### config.mk
export PLATFORM = sky130hd
export DESIGN_NAME = pipe_reg
export DESIGN_NICKNAME = d
export VERILOG_FILES = /design/src/verilog/pipe_reg.sv
export SDC_FILE = /design/constraint.sdc
export NUM_CORES = 1
export LEC_CHECK = 0
export BUFFER_PORTS_ARGS = -buffer_cell sky130_fd_sc_hd__buf_2
export CAP_MARGIN = 40
export CORE_UTILIZATION = 32
export CTS_CLUSTER_DIAMETER = 120
export DETAILED_ROUTE_END_ITERATION = 12
export GPL_ROUTABILITY_DRIVEN = 0
export GPL_TIMING_DRIVEN = 0
export PLACE_DENSITY = 0.76
export SLEW_MARGIN = 25
export SYNTH_ARGS = -nofsm -noshare
export SYNTH_HDL_FRONTEND = slang
export SYNTH_SLANG_ARGS = --single-unit
### constraint.sdc
create_clock -name clk -period 0.8 [get_ports clk]
set_clock_uncertainty 0.05 [all_clocks]
set_input_delay 0 -clock clk [delete_from_list [all_inputs] [get_ports clk]]
set_output_delay 0 -clock clk [all_outputs]
set_load 0.02 [all_outputs]
### src/verilog/pipe_reg.sv
module pipe_reg #(
    parameter type payload_t = logic [31:0]
) (
    input  logic     clk,
    input  logic     rst_i,
    input  logic     flush_i,
    input  logic     valid_i,
    input  payload_t data_i,
    output logic     valid_o,
    output payload_t data_o
);

    always_ff @(posedge clk) begin
        if (rst_i || flush_i) begin
            valid_o <= 1'b0;
        end else begin
            valid_o <= valid_i;
        end
    end

    // payload is don't-care while valid is low
    always_ff @(posedge clk) begin
        data_o <= data_i;
    end

    // a live slot never carries an unknown payload
    valid_payload_known: assert property (@(posedge clk) disable iff (rst_i)
        valid_o |-> !$isunknown(data_o));

endmodule

# Word level (Yosys, flattened, before mapping)
# Cells that the tools add are included.
dict set report totals {
  regBits 33
  latch_bits 0
  mem_bits_rw 0
  romBits 0
  input_bits 36
  wordCells 3
  mem_count 0
}
dict set report op_classes {
  n_addsub 0
  n_mul 0
  n_div 0
  n_lt_le_gt_ge 0
  eq_ne 0
  shift 0
  muxes 0
  bitwise 0
  n_reduce_logical 1
}
# operator n
set ops {}
lappend ops {{$logic_or A1 B1 Y1} 1}

# Longest topological paths before layout
# Gate-level depths: netlist (run 1).
dict set report logic_depth {
  depth_word 1
  mapped_depth 1
}

# Worst setup path before layout (run 1)
# Ideal clock, no wire load.
dict set report synth_path {
  kind {reg-to-output}
  startpoint {register data_o[0] (netlist name)}
  endpoint {output data_o[0] (netlist name)}
  arrival_time_ns 0.395
  path_slack_ns 0.355
  stages_incl_launch_ff 1
  path_buffers 0
  cell_sequence {dfxtp_1}
}
# item line_no
set synth_rtl {}
lappend synth_rtl {{start: declaration} 10} ;# output payload_t data_o
lappend synth_rtl {{start signal: assignment} 23} ;# data_o <= data_i;
# No word-level cell between the ends.

# Worst setup path after layout (run 1)
dict set report layout_path {
  startpoint {register data_o[12] (netlist name)}
  endpoint {output data_o[12] (netlist name)}
}
# No word-level cell between the ends.

==> results of run 1 <==
[final timing paths]
| path | end | slack [ns] | cells after the start |
|---|---|---|---|
| hold / removal | data_o[15] | 0.25 | 2 |
| setup / recovery | data_o[12] | -0.04 | 1 |
[power breakdown]
group	internal, mW	switching [mW]
Combinational	0.331	0.203
Sequential	1.75	0.0467
Clock	0.415	0.517
[cells in the final DEF, fill, tap and decap left out]
| cell | count |
|---|---|
| sky130_fd_sc_hd__buf_2 | 35 |
| sky130_fd_sc_hd__clkbuf_4 | 5 |
| sky130_fd_sc_hd__clkbuf_8 | 1 |
| sky130_fd_sc_hd__dfxtp_2 | 33 |
| sky130_fd_sc_hd__buf_6 | 33 |
| sky130_fd_sc_hd__nor3b_2 | 1 |
| sky130_fd_sc_hd__clkbuf_1 | 1 |
| sky130_fd_sc_hd__dlygate4sd3_1 | 35 |
[repair_timing]
| action | 4_1_cts | 5_1_grt |
|---|---|---|
| setup endpoints to repair | 33 | 33 |
| gates resized for setup | 99 | 0 |
| hold buffers | 35 | 0 |
| endpoints found under the hold margin | 33 | 0 |
[stage by stage]
stage	hold WS [ns]	area, um^2	utilization [%]
after floorplan	-0.0223	673	-
after global placement	0.0527	1050	53.4
after detailed placement	0.0539	1050	53.4
after CTS	0.249	1700	86.7
after global routing	0.245	1700	86.7
final	0.253	1700	86.7
[metal layers]
layer  track usage [%]  wire length, um  vias to the layer above
met5                 0                0                        -
met4              6.67               38                        0
met3              7.55              219                        6
met2              39.5             1320                       46
met1              26.1             1050                      303
li1                  -                -                      322
[sequential cells by signal (all words and copies together) (netlist names)]
signal	count
data_o	32
valid_o	1
[cells by family (layout without fill, tap and decap cells)]
family / count (synthesis) / in the layout / share of synthesized area (%)
buffers and inverters: 0 / 110 / 0
and+or+nand+nor: 1 / 1 / 1.86
DFF: 33 / 33 / 98.1
[cell type report]
| cell class | instances | area share [%] |
|---|---|---|
| Clock buffer | 7 | 3.24 |
| Multi-Input combinational cell | 1 | 0.736 |
| Sequential cell | 33 | 41.3 |
| Tap cell | 27 | 1.99 |
| Timing Repair Buffer | 103 | 52.8 |
==> reports/qor_table.md, run 1 <==
| Metric | Value |
| --- | --- |
| TNS Setup | -0.634 ns |
| Critical path buffer and inverter count | 1 |
| Yosys warns | 0 |
| Average cell area after synthesis | 19.8 um^2 |
| Pins over their slew limit | 0 |
| Total instance count after detailed placement | 129 |
| Number of inserted diodes | 0 |
| Height of the die | 47.9 um |
| Number of H-tree levels | 2 |
| List of most frequent post-synthesis cells | sky130_fd_sc_hd__dfxtp_1, sky130_fd_sc_hd__nor3b_2 |
| Die W | 47.9 um |
| Reg clk slew, reported paths | 0.10 ns |
| DRC violation total after the first TritonRoute iteration | 6 |
| Count of flip-flops with a built-in enable after synthesis | 0 |
| Post-Syn Nets | 70 |
| Setup violators final | 33 |
| Core area | 1960 um^2 |
| GRT Util Overall | 22.6% |
| DRC violations left | 0 |
| Post-DR wirelength/cell | 15.3 um |
| Number of buffers created by CTS | 5 |
| CTS Sinks | 33 |
| Proportion of synthesized chip area in sequential cells | 98.1% |
| Period utilisation layout | 106% |
| Slowest CP cell | sky130_fd_sc_hd__dfxtp_2 |
| Critical path's top delay family | flip-flops |
| Post-detailed-routing wire length | 2620 um |
| Top cell type's share of synthesized area | 98.1% |
| Fill count | 103 |
| PnR worst setup slack | -0.0446 ns |
| Global-route wire length before repair | 3350 um |
| Worst setup path category | flip-flop to output pin |
| Num rows | 16 |
| Normalized max-slew margin | 93.0% |
| Critical path required time | 0.75 ns |
| Combined area of the multi-input logic cells | 12.5 um^2 |
| Slew at the pin with the worst max-slew slack | 0.105 ns |
| Clk Tree Root Cell | sky130_fd_sc_hd__clkbuf_4 |
| Total number of vias | 677 |
| Cell area after technology mapping | 673 um^2 |
| Die area | 2290 um^2 |
| Final net count | 180 |
| Synth Instances | 34 |
| Hold violation total from the final report | 0 |
| Remaining Overflow, GRT | 0 |
| Startpoint type of the worst setup path | flip-flop |
| Vias/cell | 3.96 |
| Max clock buf depth | 2 |
| Setup bufs post-CTS | 0 |
| Cell type with the highest aggregate area in the netlist | sky130_fd_sc_hd__dfxtp_1 |
| Cells traversed along the worst timing path | buf_6 |
| P per Cell Area | 1920 nW/um^2 |
| Crit. Startpoint | data_o[12] |
| Pre-CTS WS | 0.295 ns |
| Footprint of the flip-flops and latches | 702 um^2 |
| Max-cap violations | 0 |
| Number of antenna violations at the first check in global routing | 0 |
| Final min period | 0.845 ns |
| Asr flop ratio synth | 0% |
| Peak supply drop | 1.70 mV |
| Share of layout cells above drive strength 1 | 75.0% |
| Overall power after layout | 3.26 mW |
| Critical hold path startpoint | data_i[15] |
| Starting Density | 34.3% |
| Unrepaired setup endpoints after global routing | yes |
| Peak per-stage delay on the critical path | 0.35 ns |
| Number of top-level pins | 69 |
| Number of different library cells in the post-synthesis netlist | 2 |
| Crit path capture type | output pin |
| Maximum number of pins on one net before global-route repair | 10 |
| Most used flip-flop cell after synthesis | sky130_fd_sc_hd__dfxtp_1 |
| Largest fanout of any net on the critical path | 1 |
| Flop and latch count out of synthesis | 33 |
| Failing checks | setup timing |
| Buffers added on ports | 68 |
| Drt pass-1 iters | 4 |
| Leakage | 0.797 nW |
| Most frequent cell after synthesis | sky130_fd_sc_hd__dfxtp_1 |
| Via count of the first global-routing pass | 714 |
| Class of the most critical hold timing path | input port to flip-flop |
| CTS tree | built |
| Peak Freq | 1180 MHz |
| WP data arrival | 0.79 ns |
| Ranking of synthesized cells by area | sky130_fd_sc_hd__dfxtp_1, sky130_fd_sc_hd__nor3b_2 |
| Detail Route Antenna Nets | 0 |
| Layout Area Growth over Synthesis | 153% |
| Finished Layout Cells | 171 |
| Outcome | finished with violations |
No activity file was read; power rests on OpenSTA's default activity.
==> inputs of run 2 (changes only) <==
--- a/config.mk
+++ b/config.mk
@@ -5,7 +5,8 @@
 export SDC_FILE = /design/constraint.sdc
 export NUM_CORES = 1
 export LEC_CHECK = 0
-export BUFFER_PORTS_ARGS = -buffer_cell sky130_fd_sc_hd__buf_2
+export ABC_AREA = 1
+export BUFFER_PORTS_ARGS = -buffer_cell sky130_fd_sc_hd__buf_4
 export CAP_MARGIN = 40
 export CORE_UTILIZATION = 32
 export CTS_CLUSTER_DIAMETER = 120
==> run 2 against run 1 <==
The flow still finishes with violations (setup timing). Area after synthesis up 0.19%. Critical endpoint is now data_o[26]. Largest power group unchanged. Critical path type unchanged. Combinational power grew 10%. Critical path depth stayed put. Sequential cell count unchanged. Count of clock-buffer cells in the layout rose by 1. Power down 0.71%. Non-clock buffer count unchanged.
==> reports/qor_table.md, run 2 <==
| Metric | Value |
| --- | --- |
| Class of the most critical hold timing path | input port to flip-flop |
| Ranking of synthesized cells by area | sky130_fd_sc_hd__dfxtp_1, sky130_fd_sc_hd__nor2_2, sky130_fd_sc_hd__inv_1 |
| Layout Area Growth over Synthesis | 164% |
| Height of the die | 47.9 um |
| Post-DR wirelength/cell | 15.2 um |
| Top cell type's share of synthesized area | 98.0% |
| Post-Syn Nets | 72 |
| Flop and latch count out of synthesis | 33 |
| Slowest CP cell | sky130_fd_sc_hd__dfxtp_2 |
| Registers with the most flip-flops | data_o x32, valid_o x1 |
| Post-route design area | 1780 um^2 |
| Setup bufs post-CTS | 0 |
| Critical hold path startpoint | data_i[31] |
| Average cell area after synthesis | 18.7 um^2 |
| Share of layout cells above drive strength 1 | 72.8% |
| Unrepaired setup endpoints after global routing | yes |
| Proportion of synthesized chip area in sequential cells | 98.0% |
| Largest fanout of any net on the critical path | 1 |
| Number of different library cells in the post-synthesis netlist | 4 |
| Cell area after technology mapping | 674 um^2 |
| DRC violations left | 0 |
| Critical path required time | 0.75 ns |
| Most frequent cell after synthesis | sky130_fd_sc_hd__dfxtp_1 |
| Critical path's top delay family | flip-flops |
| Startpoint type of the worst setup path | flip-flop |
| Finished Layout Cells | 174 |
| Post-detailed-routing wire length | 2640 um |
| DRC violation total after the first TritonRoute iteration | 1 |
| Cells traversed along the worst timing path | buf_6 |
| Number of H-tree levels | 2 |
| Number of top-level pins | 69 |
| WP data arrival | 0.77 ns |
| Final min period | 0.824 ns |
| Global-route wire length before repair | 3560 um |
| GRT Util Overall | 25.4% |
| Failing checks | setup timing |
| Remaining Overflow, GRT | 0 |
| Leakage | 0.829 nW |
| Number of buffers created by CTS | 5 |
| Total number of vias | 700 |
| Peak Freq | 1210 MHz |
| Starting Density | 34.4% |
| Highest-count cells in the layout ignoring fill and taps | sky130_fd_sc_hd__dlygate4sd3_1, sky130_fd_sc_hd__buf_4, sky130_fd_sc_hd__dfxtp_2, sky130_fd_sc_hd__buf_6, sky130_fd_sc_hd__clkbuf_4 |
| Worst-case hold path end point | data_o[31] |
| Count of flip-flops with a built-in enable after synthesis | 0 |
| Setup violators final | 32 |
| Synth Instances | 36 |
| Crit path capture type | output pin |
| Peak supply drop | 1.97 mV |
| Total instance count after detailed placement | 131 |
| Max-cap violations | 0 |
| Peak per-stage delay on the critical path | 0.35 ns |
| Number of flip-flops in the largest register | 32 |
| Overall power after layout | 3.24 mW |
| Reg clk slew, reported paths | 0.10 ns |
| CTS tree | built |
| Drt pass-1 iters | 2 |
| Hold violation total from the final report | 0 |
| Asr flop ratio synth | 0% |
| Most used flip-flop cell after synthesis | sky130_fd_sc_hd__dfxtp_1 |
| Vias/cell | 4.02 |
| Die area | 2290 um^2 |
| Cell type with the highest aggregate area in the netlist | sky130_fd_sc_hd__dfxtp_1 |
| List of most frequent post-synthesis cells | sky130_fd_sc_hd__dfxtp_1, sky130_fd_sc_hd__inv_1, sky130_fd_sc_hd__nand2_1, sky130_fd_sc_hd__nor2_2 |
| Largest register by flop count | data_o |
| TNS Setup | -0.332 ns |
| Pre-CTS WS | 0.320 ns |
| CTS Sinks | 33 |
| Critical path buffer and inverter count | 1 |
| Outcome | finished with violations |
| Period utilisation layout | 103% |
| Core area | 1960 um^2 |
| Normalized max-slew margin | 93.6% |
| Number of inserted diodes | 0 |
| P per Cell Area | 1810 nW/um^2 |
| Slew at the pin with the worst max-slew slack | 0.0963 ns |
| Max clock buf depth | 2 |
| Via count of the first global-routing pass | 762 |
| Clk Tree Root Cell | sky130_fd_sc_hd__clkbuf_4 |
| Worst setup path category | flip-flop to output pin |
| Number of antenna violations at the first check in global routing | 0 |
| Die W | 47.9 um |
| Maximum number of pins on one net before global-route repair | 10 |
| Detail Route Antenna Nets | 0 |
| Instance area after placement | 1220 um^2 |
| Final net count | 182 |
| Buffers added on ports | 68 |
| Yosys warns | 0 |
| Pins over their slew limit | 0 |
| Num rows | 16 |
| Number of cells on the worst hold path | 2 |
| PnR worst setup slack | -0.0242 ns |
## run 2: changes by cell type after synthesis, sizes merged
cell   before  now
inv         0    1
nand2       0    1
nor2        0    1
nor3b       1    0
## run 2: how the worst max path moves through the flow
| stage | start | to | slack, ns | cells after the start |
|---|---|---|---|---|
| finish | data_o[26] | data_o[26] | -0.02 | 1 |
| global route | data_o[31] | data_o[31] | -0.07 | 1 |
| CTS | data_o[26] | data_o[26] | -0.03 | 1 |
| detailed placement | data_o[23] | data_o[23] | 0.32 | 1 |
| global placement | data_o[0] | data_o[0] | 0.33 | 1 |
| floorplan | data_o[0] | data_o[0] | 0.35 | 0 |
## run 2: cells by family after synthesis
logic type	after synthesis	share of synthesized area (%)
buffers and inverters	1	0.556
and+or+nand+nor	2	1.48
DFF	33	98.0
## run 2: final cells by class
type	count	area [um^2]
multi-input combinational	2	10.0
fill	77	179
inverter	1	3.75
tap	27	33.8
sequential	33	702
clock buffer	8	48.8
timing repair buffer	103	985
## run 2: per-layer routing
| metal | up-vias | share of wire [%] | GRT usage, % |
|---|---|---|---|
| li1 | 326 | - | - |
| met1 | 329 | 31 | 20.2 |
| met2 | 43 | 62 | 54.9 |
| met3 | 2 | 6.1 | 8.30 |
| met4 | 0 | 0.38 | 8.33 |
| met5 | - | 0 | 0 |
## run 2: through the flow
step | utilization (%) | hold slack [ns]
final | 90.9 | 0.276
after CTS | 90.8 | 0.261
after global routing | 90.9 | 0.267
after detailed placement | 62.1 | 0.0556
after global placement | 62.1 | 0.0545
after floorplan | - | -0.0223
## run 2: timing repair
item / 4_1_cts / 5_1_grt
hold buffers: 35 / 0
endpoints found under the hold margin: 33 / 0
cloned: 0 / 0
gates resized for setup: 64 / 2
endpoints found under the setup margin: 33 / 33
## run 2: where the power goes
group	total [mW]	internal, mW	switching (mW)	leakage [nW]
sequential	1.79	1.75	0.0464	0.279
clock	0.853	0.350	0.503	0.0265
combinational	0.589	0.377	0.212	0.523
==> inputs of run 3 (changes only) <==
--- a/config.mk
+++ b/config.mk
@@ -6,7 +6,7 @@
 export NUM_CORES = 1
 export LEC_CHECK = 0
 export ABC_AREA = 1
-export BUFFER_PORTS_ARGS = -buffer_cell sky130_fd_sc_hd__buf_4
+export BUFFER_PORTS_ARGS = -buffer_cell sky130_fd_sc_hd__buf_2
 export CAP_MARGIN = 40
 export CORE_UTILIZATION = 32
 export CTS_CLUSTER_DIAMETER = 120
==> run 3 against run 2 <==
Sequential power barely moved. Power fell by 2.4%. Combinational power fell by 11%. Maximum frequency fell by 0.95%. Worst setup slack got worse by 0.0079 ns. Global-route usage fell by 2.7 points. Sequential cell count did not move. First-iteration DRC count fell by 100%. Cell count did not move. Non-clock buffer count did not move. The run still ends with setup timing left. Final area fell by 4.8%.
==> reports/qor_table.md, run 3 (synthesis gave the netlist of run 2 again) <==
| Metric | Value |
| --- | --- |
| Highest-count cells in the layout ignoring fill and taps | sky130_fd_sc_hd__dlygate4sd3_1, sky130_fd_sc_hd__buf_2, sky130_fd_sc_hd__dfxtp_2, sky130_fd_sc_hd__buf_6, sky130_fd_sc_hd__clkbuf_4 |
| Number of buffers created by CTS | 5 |
| Worst setup path category | flip-flop to output pin |
| Via count of the first global-routing pass | 764 |
| Startpoint type of the worst setup path | flip-flop |
| Vias/cell | 3.82 |
| Peak Freq | 1200 MHz |
| Critical path required time | 0.75 ns |
| Post-detailed-routing wire length | 2220 um |
| Number of flip-flops in the largest register | 32 |
| Max clock buf depth | 2 |
| Class of the most critical hold timing path | input port to flip-flop |
| Maximum number of pins on one net before global-route repair | 11 |
| DRC violation total after the first TritonRoute iteration | 0 |
| Share of layout cells above drive strength 1 | 74.1% |
| Largest register by flop count | data_o |
| Post-layout util | 86.5% |
| PnR worst setup slack | -0.0321 ns |
| Largest fanout of any net on the critical path | 1 |
| GRT Util Overall | 22.8% |
| Peak supply drop | 1.68 mV |
| Number of antenna violations at the first check in global routing | 0 |
| Core area | 1960 um^2 |
| Total instance count after detailed placement | 131 |
| Period utilisation layout | 104% |
| Clk Tree Root Cell | sky130_fd_sc_hd__clkbuf_4 |
| Slew at the pin with the worst max-slew slack | 0.0980 ns |
| Drt pass-1 iters | 1 |
| Hold violation total from the final report | 0 |
| Failing checks | setup timing |
| Max-cap violations | 0 |
| Height of the die | 47.9 um |
| Cells traversed along the worst timing path | buf_6 |
| Number of top-level pins | 69 |
| P per Cell Area | 1860 nW/um^2 |
| Remaining Overflow, GRT | 0 |
| Crit path capture type | output pin |
| Die W | 47.9 um |
| Post-DR wirelength/cell | 12.8 um |
| Leakage | 0.804 nW |
| Setup violators final | 33 |
| Unrepaired setup endpoints after global routing | yes |
| Critical path buffer and inverter count | 1 |
| WP data arrival | 0.78 ns |
| DRC violations left | 0 |
| Die area | 2290 um^2 |
| Pre-CTS WS | 0.296 ns |
| Number of inserted diodes | 0 |
| Total number of vias | 664 |
| Critical path's top delay family | flip-flops |
| Registers with the most flip-flops | data_o x32, valid_o x1 |
| Number of H-tree levels | 2 |
| Reg clk slew, reported paths | 0.10 ns |
| Num rows | 16 |
| Buffers added on ports | 68 |
| Peak per-stage delay on the critical path | 0.33 ns |
| Pins over their slew limit | 0 |
| Layout Area Growth over Synthesis | 152% |
| CTS tree | built |
| Normalized max-slew margin | 93.5% |
| Starting Density | 34.4% |
| Final min period | 0.832 ns |
| Detail Route Antenna Nets | 0 |
| Slowest CP cell | sky130_fd_sc_hd__dfxtp_2 |
| CTS Sinks | 33 |
| Global-route wire length before repair | 3290 um |
| Finished Layout Cells | 174 |
| Final net count | 182 |
| Outcome | finished with violations |
## run 3: cell count changes in the layout (fill, tap and decap cells not counted)
| cell | before | now |
|---|---|---|
| sky130_fd_sc_hd__buf_2 | 0 | 35 |
| sky130_fd_sc_hd__clkinv_2 | 0 | 2 |
| sky130_fd_sc_hd__buf_4 | 35 | 0 |
| sky130_fd_sc_hd__clkbuf_1 | 3 | 1 |
## run 3: final timing paths
check	startpoint	end	slack (ns)	depth (start not counted)
worst max-delay path	data_o[23]	data_o[23]	-0.03	1
worst min-delay path	data_i[16]	data_o[16]	0.25	2
## run 3: timing repair
| item | in CTS | in global routing |
|---|---|---|
| setup endpoints to repair | 33 | 33 |
| hold buffers | 35 | 0 |
| hold endpoints to repair | 33 | 0 |
| buffers inserted | 0 | 0 |
| resized for setup | 98 | 1 |
## run 3: cell type report
| type | instances | area [um^2] |
|---|---|---|
| Clock buffer | 6 | 41.3 |
| Clock inverter | 2 | 10.0 |
| Fill cell | 108 | 264 |
| Inverter | 1 | 3.75 |
| Multi-Input combinational cell | 2 | 10.0 |
| Sequential cell | 33 | 702 |
| Tap cell | 27 | 33.8 |
| Timing Repair Buffer | 103 | 897 |
## run 3: routing by layer
| layer | GRT usage, % | share of wire [%] | vias to the layer above |
|---|---|---|---|
| met1 | 18.7 | 32 | 286 |
| met5 | 0 | 0 | - |
| met2 | 42.2 | 55 | 44 |
| li1 | - | - | 328 |
| met3 | 12.5 | 11 | 6 |
| met4 | 12.8 | 2.0 | 0 |
## run 3: per-stage QoR
step                      hold WS (ns)  TNS [ns]  instance area, um^2  power, mW
after global placement          0.0522         0                 1050       2.06
after detailed placement        0.0536         0                 1050       2.07
after CTS                        0.233     -1.11                 1700       3.16
after global routing             0.242     -1.90                 1700       3.32
final                            0.251    -0.677                 1700       3.16
after floorplan                -0.0223         0                  674       1.91
## run 3: power breakdown
part | internal, mW | switching (mW) | leakage [nW] | total (mW)
sequential | 1.75 | 0.0406 | 0.279 | 1.79
clock | 0.334 | 0.509 | 0.0320 | 0.843
combinational | 0.330 | 0.196 | 0.493 | 0.526
total | 2.41 | 0.746 | 0.804 | 3.16
